<file path="src/source/a2bus_pkg.sv">
package a2bus_pkg;

    // Apple II expansion bus widths
    typedef logic [15:0] a2_addr_t;   // CPU address bus A15..A0
    typedef logic [7:0]  a2_data_t;   // Data bus D7..D0

    // Primary text page of the 40x24 screen
    localparam a2_addr_t TEXT_PAGE_LO = 16'h0400;
    localparam a2_addr_t TEXT_PAGE_HI = 16'h07FF;

    // Flops between the raw phi1 pin and the logic clock domain
    localparam int PHI_SYNC_STAGES = 2;

endpackage

</file>
<file path="src/source/diag_regs_pkg.sv">
package diag_regs_pkg;

    // AXI4-Lite register port widths
    typedef logic [4:0]  axil_addr_t;   // Byte address within the block
    typedef logic [31:0] axil_word_t;
    typedef logic [1:0]  axil_resp_t;

    // Statistics counters wrap at 16 bits
    typedef logic [15:0] diag_count_t;

    // Register map
    localparam axil_addr_t REG_TEXT_WRITES = 5'h00;   // Text page write count
    localparam axil_addr_t REG_BUS_CYCLES  = 5'h04;   // Total phi1 cycles seen
    localparam axil_addr_t REG_LAST_WRITE  = 5'h08;   // {8'h0, addr[15:0], data[7:0]}
    localparam axil_addr_t REG_ID          = 5'h0C;
    localparam axil_addr_t REG_CTRL        = 5'h10;   // Bit 0 clears the statistics

    // Bit position of the clear command in REG_CTRL
    localparam int CTRL_CLEAR_BIT = 0;

    // Block identifier read back from REG_ID
    localparam axil_word_t DIAG_ID = 32'hA2D1_0001;

    // Response codes
    localparam axil_resp_t RESP_OKAY   = 2'b00;
    localparam axil_resp_t RESP_SLVERR = 2'b10;

endpackage

</file>
<file path="src/source/a2_bus_diag_top.sv">
`timescale 1ns/1ns

module a2_bus_diag_top
    import a2bus_pkg::*, diag_regs_pkg::*;
(
    input  logic       clk_logic_w,
    input  logic       system_reset_n_w,

    // Apple II bus
    input  logic       a2_phi1_i,
    input  a2_addr_t   a2_a_i,
    input  a2_data_t   a2_d_i,
    input  logic       a2_rw_n_i,
    input  logic       a2_m2sel_n_i,

    // Host register port
    input  axil_addr_t s_axil_awaddr_i,
    input  logic       s_axil_awvalid_i,
    output logic       s_axil_awready_o,
    input  axil_word_t s_axil_wdata_i,
    input  logic       s_axil_wvalid_i,
    output logic       s_axil_wready_o,
    output axil_resp_t s_axil_bresp_o,
    output logic       s_axil_bvalid_o,
    input  logic       s_axil_bready_i,
    input  axil_addr_t s_axil_araddr_i,
    input  logic       s_axil_arvalid_i,
    output logic       s_axil_arready_o,
    output axil_word_t s_axil_rdata_o,
    output axil_resp_t s_axil_rresp_o,
    output logic       s_axil_rvalid_o,
    input  logic       s_axil_rready_i
);

    logic        cycle_valid_w;
    a2_addr_t    cycle_addr_w;
    a2_data_t    cycle_data_w;
    logic        cycle_rw_n_w;
    logic        cycle_m2sel_n_w;
    logic        stats_clear_w;
    diag_count_t text_writes_w;
    diag_count_t bus_cycles_w;
    a2_addr_t    last_addr_w;
    a2_data_t    last_data_w;

    a2_cycle_capture u_capture (
        .clk_logic_w      (clk_logic_w),
        .system_reset_n_w (system_reset_n_w),
        .a2_phi1_i        (a2_phi1_i),
        .a2_a_i           (a2_a_i),
        .a2_d_i           (a2_d_i),
        .a2_rw_n_i        (a2_rw_n_i),
        .a2_m2sel_n_i     (a2_m2sel_n_i),
        .cycle_valid_o    (cycle_valid_w),
        .cycle_addr_o     (cycle_addr_w),
        .cycle_data_o     (cycle_data_w),
        .cycle_rw_n_o     (cycle_rw_n_w),
        .cycle_m2sel_n_o  (cycle_m2sel_n_w)
    );

    text_write_stats u_stats (
        .clk_logic_w      (clk_logic_w),
        .system_reset_n_w (system_reset_n_w),
        .cycle_valid_i    (cycle_valid_w),
        .cycle_addr_i     (cycle_addr_w),
        .cycle_data_i     (cycle_data_w),
        .cycle_rw_n_i     (cycle_rw_n_w),
        .cycle_m2sel_n_i  (cycle_m2sel_n_w),
        .stats_clear_i    (stats_clear_w),
        .text_writes_o    (text_writes_w),
        .bus_cycles_o     (bus_cycles_w),
        .last_addr_o      (last_addr_w),
        .last_data_o      (last_data_w)
    );

    diag_axil_regs u_regs (
        .clk_logic_w      (clk_logic_w),
        .system_reset_n_w (system_reset_n_w),
        .s_axil_awaddr_i  (s_axil_awaddr_i),
        .s_axil_awvalid_i (s_axil_awvalid_i),
        .s_axil_awready_o (s_axil_awready_o),
        .s_axil_wdata_i   (s_axil_wdata_i),
        .s_axil_wvalid_i  (s_axil_wvalid_i),
        .s_axil_wready_o  (s_axil_wready_o),
        .s_axil_bresp_o   (s_axil_bresp_o),
        .s_axil_bvalid_o  (s_axil_bvalid_o),
        .s_axil_bready_i  (s_axil_bready_i),
        .s_axil_araddr_i  (s_axil_araddr_i),
        .s_axil_arvalid_i (s_axil_arvalid_i),
        .s_axil_arready_o (s_axil_arready_o),
        .s_axil_rdata_o   (s_axil_rdata_o),
        .s_axil_rresp_o   (s_axil_rresp_o),
        .s_axil_rvalid_o  (s_axil_rvalid_o),
        .s_axil_rready_i  (s_axil_rready_i),
        .text_writes_i    (text_writes_w),
        .bus_cycles_i     (bus_cycles_w),
        .last_addr_i      (last_addr_w),
        .last_data_i      (last_data_w),
        .stats_clear_o    (stats_clear_w)
    );

endmodule

</file>
<file path="src/source/a2_cycle_capture.sv">
`timescale 1ns/1ns

module a2_cycle_capture
    import a2bus_pkg::*;
(
    input  logic     clk_logic_w,
    input  logic     system_reset_n_w,

    // Raw Apple II bus lines
    input  logic     a2_phi1_i,
    input  a2_addr_t a2_a_i,
    input  a2_data_t a2_d_i,
    input  logic     a2_rw_n_i,
    input  logic     a2_m2sel_n_i,

    // One captured bus cycle
    output logic     cycle_valid_o,
    output a2_addr_t cycle_addr_o,
    output a2_data_t cycle_data_o,
    output logic     cycle_rw_n_o,
    output logic     cycle_m2sel_n_o
);

    logic [PHI_SYNC_STAGES-1:0] phi_sync_r;
    logic                       phi_prev_r;
    logic                       phi_synced_w;
    logic                       phi_rise_w;

    assign phi_synced_w = phi_sync_r[PHI_SYNC_STAGES-1];
    assign phi_rise_w   = phi_synced_w & ~phi_prev_r;   // Low to high since last clock

    // phi1 is asynchronous to the logic clock
    always_ff @(posedge clk_logic_w) begin
        if (!system_reset_n_w) begin
            phi_sync_r <= '0;
            phi_prev_r <= 1'b0;
        end else begin
            phi_sync_r <= {phi_sync_r[PHI_SYNC_STAGES-2:0], a2_phi1_i};
            phi_prev_r <= phi_synced_w;
        end
    end

    always_ff @(posedge clk_logic_w) begin
        if (!system_reset_n_w) begin
            cycle_valid_o <= 1'b0;
        end else begin
            cycle_valid_o <= phi_rise_w;   // Single clock pulse per bus cycle
        end
    end

    // Bus lines are stable well before phi1 rises
    always_ff @(posedge clk_logic_w) begin
        if (phi_rise_w) begin
            cycle_addr_o    <= a2_a_i;
            cycle_data_o    <= a2_d_i;
            cycle_rw_n_o    <= a2_rw_n_i;
            cycle_m2sel_n_o <= a2_m2sel_n_i;
        end
    end

endmodule

</file>
<file path="src/source/diag_axil_regs.sv">
`timescale 1ns/1ns

module diag_axil_regs
    import a2bus_pkg::*, diag_regs_pkg::*;
(
    input  logic        clk_logic_w,
    input  logic        system_reset_n_w,

    // AXI4-Lite write channels
    input  axil_addr_t  s_axil_awaddr_i,
    input  logic        s_axil_awvalid_i,
    output logic        s_axil_awready_o,
    input  axil_word_t  s_axil_wdata_i,
    input  logic        s_axil_wvalid_i,
    output logic        s_axil_wready_o,
    output axil_resp_t  s_axil_bresp_o,
    output logic        s_axil_bvalid_o,
    input  logic        s_axil_bready_i,

    // AXI4-Lite read channels
    input  axil_addr_t  s_axil_araddr_i,
    input  logic        s_axil_arvalid_i,
    output logic        s_axil_arready_o,
    output axil_word_t  s_axil_rdata_o,
    output axil_resp_t  s_axil_rresp_o,
    output logic        s_axil_rvalid_o,
    input  logic        s_axil_rready_i,

    // Statistics
    input  diag_count_t text_writes_i,
    input  diag_count_t bus_cycles_i,
    input  a2_addr_t    last_addr_i,
    input  a2_data_t    last_data_i,
    output logic        stats_clear_o
);

    logic       rd_accept_w;
    logic       wr_accept_w;
    axil_word_t rd_data_w;
    axil_resp_t rd_resp_w;
    logic       wr_ctrl_w;

    // One outstanding response per channel
    assign s_axil_arready_o = !s_axil_rvalid_o;
    assign rd_accept_w      = s_axil_arvalid_i && s_axil_arready_o;

    // Address and data are only taken together
    assign wr_accept_w      = s_axil_awvalid_i && s_axil_wvalid_i && !s_axil_bvalid_o;
    assign s_axil_awready_o = wr_accept_w;
    assign s_axil_wready_o  = wr_accept_w;
    assign wr_ctrl_w        = (s_axil_awaddr_i == REG_CTRL);

    always_comb begin
        rd_resp_w = RESP_OKAY;
        case (s_axil_araddr_i)
            REG_TEXT_WRITES: rd_data_w = {16'h0000, text_writes_i};
            REG_BUS_CYCLES:  rd_data_w = {16'h0000, bus_cycles_i};
            REG_LAST_WRITE:  rd_data_w = {8'h00, last_addr_i, last_data_i};
            REG_ID:          rd_data_w = DIAG_ID;
            REG_CTRL:        rd_data_w = '0;   // Write-only command bits
            default: begin
                rd_data_w = '0;
                rd_resp_w = RESP_SLVERR;
            end
        endcase
    end

    always_ff @(posedge clk_logic_w) begin
        if (!system_reset_n_w) begin
            s_axil_rvalid_o <= 1'b0;
        end else if (rd_accept_w) begin
            s_axil_rvalid_o <= 1'b1;
        end else if (s_axil_rready_i) begin
            s_axil_rvalid_o <= 1'b0;
        end
    end

    // Snapshot of the statistics at the address handshake
    always_ff @(posedge clk_logic_w) begin
        if (rd_accept_w) begin
            s_axil_rdata_o <= rd_data_w;
            s_axil_rresp_o <= rd_resp_w;
        end
    end

    always_ff @(posedge clk_logic_w) begin
        if (!system_reset_n_w) begin
            s_axil_bvalid_o <= 1'b0;
            s_axil_bresp_o  <= RESP_OKAY;
            stats_clear_o   <= 1'b0;
        end else begin
            stats_clear_o <= wr_accept_w && wr_ctrl_w && s_axil_wdata_i[CTRL_CLEAR_BIT];
            if (wr_accept_w) begin
                s_axil_bvalid_o <= 1'b1;
                s_axil_bresp_o  <= wr_ctrl_w ? RESP_OKAY : RESP_SLVERR;
            end else if (s_axil_bready_i) begin
                s_axil_bvalid_o <= 1'b0;
            end
        end
    end

endmodule

</file>
<file path="src/source/text_write_stats.sv">
`timescale 1ns/1ns

module text_write_stats
    import a2bus_pkg::*, diag_regs_pkg::*;
(
    input  logic        clk_logic_w,
    input  logic        system_reset_n_w,

    // Captured bus cycle
    input  logic        cycle_valid_i,
    input  a2_addr_t    cycle_addr_i,
    input  a2_data_t    cycle_data_i,
    input  logic        cycle_rw_n_i,
    input  logic        cycle_m2sel_n_i,

    input  logic        stats_clear_i,   // One clock pulse from the register block

    output diag_count_t text_writes_o,
    output diag_count_t bus_cycles_o,
    output a2_addr_t    last_addr_o,
    output a2_data_t    last_data_o
);

    logic in_text_page_w;
    logic text_write_w;

    assign in_text_page_w = (cycle_addr_i >= TEXT_PAGE_LO) && (cycle_addr_i <= TEXT_PAGE_HI);

    // CPU write to main memory text page
    assign text_write_w = cycle_valid_i && !cycle_rw_n_i && !cycle_m2sel_n_i && in_text_page_w;

    always_ff @(posedge clk_logic_w) begin
        if (!system_reset_n_w) begin
            bus_cycles_o <= '0;
        end else if (stats_clear_i) begin
            bus_cycles_o <= '0;   // Clear wins over a coincident cycle
        end else if (cycle_valid_i) begin
            bus_cycles_o <= bus_cycles_o + 1'b1;
        end
    end

    always_ff @(posedge clk_logic_w) begin
        if (!system_reset_n_w) begin
            text_writes_o <= '0;
            last_addr_o   <= '0;
            last_data_o   <= '0;
        end else if (stats_clear_i) begin
            text_writes_o <= '0;
            last_addr_o   <= '0;
            last_data_o   <= '0;
        end else if (text_write_w) begin
            text_writes_o <= text_writes_o + 1'b1;
            last_addr_o   <= cycle_addr_i;
            last_data_o   <= cycle_data_i;
        end
    end

endmodule

</file>
<file path="config.mk">
export PLATFORM = sky130hd
export DESIGN_NAME = a2_bus_diag_top
export DESIGN_NICKNAME = d
export VERILOG_FILES = /design/src/source/a2bus_pkg.sv /design/src/source/diag_regs_pkg.sv /design/src/source/a2_bus_diag_top.sv /design/src/source/a2_cycle_capture.sv /design/src/source/diag_axil_regs.sv /design/src/source/text_write_stats.sv
export SDC_FILE = /design/constraint.sdc
export NUM_CORES = 1
export LEC_CHECK = 0
export BUFFER_PORTS_ARGS = -buffer_cell sky130_fd_sc_hd__buf_2
export CORE_MARGIN = 2
export CORE_UTILIZATION = 34
export DETAILED_ROUTE_END_ITERATION = 10
export SLEW_MARGIN = 20
export SYNTH_ARGS = -nofsm -noshare
export SYNTH_HDL_FRONTEND = slang
export SYNTH_SLANG_ARGS = --single-unit
</file>
<file path="constraint.sdc">
create_clock -name clk_logic_w -period 2.8 [get_ports clk_logic_w]
set_input_delay 0.28 -clock clk_logic_w [delete_from_list [all_inputs] [get_ports clk_logic_w]]
set_output_delay 0.28 -clock clk_logic_w [all_outputs]
set_load 0.005 [all_outputs]
</file>
==> reports/results.ini <==
[status]
status = complete, no violations

[worst_setup_path]
required_ns = 3.13
slowest_stage = or4_1
arrival_ns = 2.82
slowest_delay_ns = 0.75
path_delay_family = simple AND/OR/NAND/NOR gates
cp_max_fo = 16
path_buf_inv = 0
cp_cell_sequence = or4_4, or4_1, or4_1, a21oi_1
endpoint_kind = flop
criticalPathCategory = flop to flop
path_common_cell = or4_1
start_kind = flop

[finish]
layout.nets = 599
area_growth_pct = 22.2
post-route-util = 0.429
drive_gt1_frac = 0.227
antenna_cells = 0

[global_route]
grt_use_total = 0.136
grt_pass1_wl_um = 15400
grt_max_degree = 51
grt_pass1_vias = 3302
grt_overflow_total = 0
antenna_found_initial = 0

[routing]
first_iter_violations = 228
postRouteAntennaNets = 0
via_per_inst = 4.83
dr.pass1.iters = 4
vias = 3426
drt_wl_total_um = 9560
wire_per_inst_um = 13.5
drc = 0

[logic_synthesis]
yosys_most_used_dff = dfxtp_1
ys_seq_area_frac = 0.609
synth-edff-count = 52
synth_area_mm2 = 0.00466
yosysUniqueCellTypes = 41
synth_top_family_by_area = simple AND/OR/NAND/NOR gates
synth-simple-area-share = 0.189
syn_area_per_cell_um2 = 10.5
synth-xor-area-share = 0.0225
async_flop_share = 0
yosys_warnings = 0
synthAdderAreaFrac = 0.00536
synth_compound_area_frac = 0.0928
syn_inst = 444
synthMuxAreaShare = 0.0343
synth.ff_latch_count = 116

[power]
power_density_mw_per_mm2 = 684
ir_worst_vdd_mv = 0.409
leakage_uw = 0.00213

[clocking]
cts_buffers = 17
postCtsSetupRepairBufs = 0
cts_tree = done
clock_sinks = 116
ctsResizeCount = 0
cts_max_path_buffers = 2
cts_max_level = 4
clk_pin_slew_worst_paths_ns = 0.05
clk_latency_ns = 0.40
postCtsHoldBufs = 0
clk_root_buffer_cell = clkbuf_16

[sta]
drv_slew = 0
rsz0062_at_grt = no
fin_skew_ns = 0.00740
min_period_ns = 2.49
finalCritPeriodShare = 0.889
max_freq_mhz = 402
tns_ns = 0
relSlewSlack = 0.571
hold_viol = 0
tightest_slew_ns = 0.643
setup_violations = 0

[floorplan]
core-area_mm2 = 0.0133
start_util = 0.351
die_w_um = 121
die_area_mm2 = 0.0147
num_rows = 42
ioPinCount = 117
die_height_um = 121

[place]
io_buffers = 78
hpwl_um = 6590
gp_congestion = 0.773

[hold_path]
hold_path_class = input pin to flop

[run]
cap_viol_max_count = 0

-- logic make-up (layout without fill, tap and decap cells) --
family / after synthesis / in the layout
and+or+nand+nor: 181 / 181
DFF: 116 / 116
AOI/OAI and AO/OA: 79 / 79
buffers and inverters: 37 / 120
muxes: 16 / 16
xor gates and xnor gates: 12 / 12
adders and majority gates: 2 / 2
other: 1 / 7
-- area by class of cell --
cell class / count / area, um^2
fillers: 1270 / 7590
multi-input cells: 297 / 1640
well taps: 176 / 220
inverters: 5 / 18.8
flip-flops and latches: 116 / 2840
clock inverters: 11 / 86.3
repair buffers: 84 / 435
clock buffers: 20 / 457
-- per-stage QoR --
stage | instances | setup WS (ns) | power, uW | instance area, um^2 | hold WS, ns
after floorplan | 450 | 0.569 | 1930 | 4690 | 0.379
after global placement | 678 | 0.365 | 1990 | 5160 | 0.418
after detailed placement | 678 | 0.314 | 2000 | 5160 | 0.421
after CTS | 709 | 0.298 | 3940 | 5700 | 0.0361
after global routing | 709 | 0.145 | 4040 | 5700 | 0.0253
final | 709 | 0.310 | 3900 | 5700 | 0.0493
-- power by group --
group	leakage [uW]	switching (uW)	total [uW]	internal, uW
sequential	0.00101	12.6	1820	1810
combinational	0.000851	80.2	137	56.4
clock	0.000266	699	1940	1240
-- layout by cell type (no fill, tap or decap), types with 2 or more instances in the layout --
master and count:
buf_2 78, dfxtp_1 64, nand2_1 53, nor2_1 52, edfxtp_1 52, a21oi_1 51, clkbuf_16 17, mux2i_1 16
o21ai_0 14, or3_1 10, nand3_1 9, and2_1 8, nand4_1 8, or4_1 8, xnor2_1 7, conb_1 7
and3_1 6, o31ai_1 6, buf_4 6, nor3_1 5, inv_1 5, xor2_1 5, clkinv_2 5, nor2b_1 4
a21o_1 4, nor4_1 3, or3_2 3, nor2b_2 2, nand2b_1 2, and4_1 2, ha_1 2, clkinv_1 2
clkbuf_8 2, clkinvlp_4 2
-- metal layers --
layer,GRT usage,share of wire
met4,0.0539,0.014
met5,0,0
met2,0.222,0.47
met1,0.166,0.46
met3,0.0461,0.052
-- cells in the mapped netlist, types with 2 or more instances --
cell type / count / area share
clkbuf_8: 2 / 0.0059
nand4_1: 8 / 0.011
nor2b_1: 6 / 0.0080
nor3_1: 6 / 0.0064
or3_2: 3 / 0.0048
dfxtp_1: 64 / 0.27
and4_1: 2 / 0.0038
and3_1: 6 / 0.0080
inv_1: 5 / 0.0040
nand3_1: 9 / 0.0097
nor2_1: 52 / 0.042
xor2_1: 5 / 0.0094
or4_1: 8 / 0.013
buf_1: 2 / 0.0016
nor4_1: 3 / 0.0040
ha_1: 2 / 0.0054
or3_1: 10 / 0.013
o31ai_1: 6 / 0.0097
a21o_1: 4 / 0.0064
mux2i_1: 16 / 0.034
xnor2_1: 7 / 0.013
o21ai_0: 14 / 0.015
nand2_1: 53 / 0.043
buf_6: 2 / 0.0048
clkbuf_1: 15 / 0.012
nand2b_1: 2 / 0.0027
edfxtp_1: 52 / 0.33
buf_4: 10 / 0.016
a21oi_1: 51 / 0.055
and2_1: 8 / 0.011
-- registers in the layout, summed over array words and instances, names as in the netlist --
| register | flops |
|---|---|
| u_stats.text_writes_o | 16 |
| u_capture.cycle_data_o | 8 |
| u_stats.last_data_o | 8 |
| u_capture.cycle_rw_n_o | 1 |
| u_regs.s_axil_rdata_o | 25 |
| u_stats.last_addr_o | 16 |
| u_capture.phi_prev_r | 1 |
| u_stats.bus_cycles_o | 16 |
| u_regs.stats_clear_o | 1 |
| u_regs.s_axil_rresp_o | 1 |
| u_capture.cycle_valid_o | 1 |
| u_capture.phi_sync_r | 2 |
| u_regs.s_axil_bvalid_o | 1 |
| u_capture.cycle_addr_o | 16 |
| u_capture.cycle_m2sel_n_o | 1 |
| u_regs.s_axil_bresp_o | 1 |
| u_regs.s_axil_rvalid_o | 1 |
-- worst paths after layout --
kind,slack [ns],cells after the start,to,startpoint
max,0.31,4,u_stats.text_writes_o[10],u_capture.cycle_addr_o[13]
min,0.05,1,u_capture.cycle_addr_o[10],a2_a_i[10]
max reg2reg,0.31,4,u_stats.text_writes_o[10],u_capture.cycle_addr_o[13]
min reg2reg,0.43,1,u_capture.phi_sync_r[1],u_capture.phi_sync_r[0]
(Power assumes the default switching activity.)
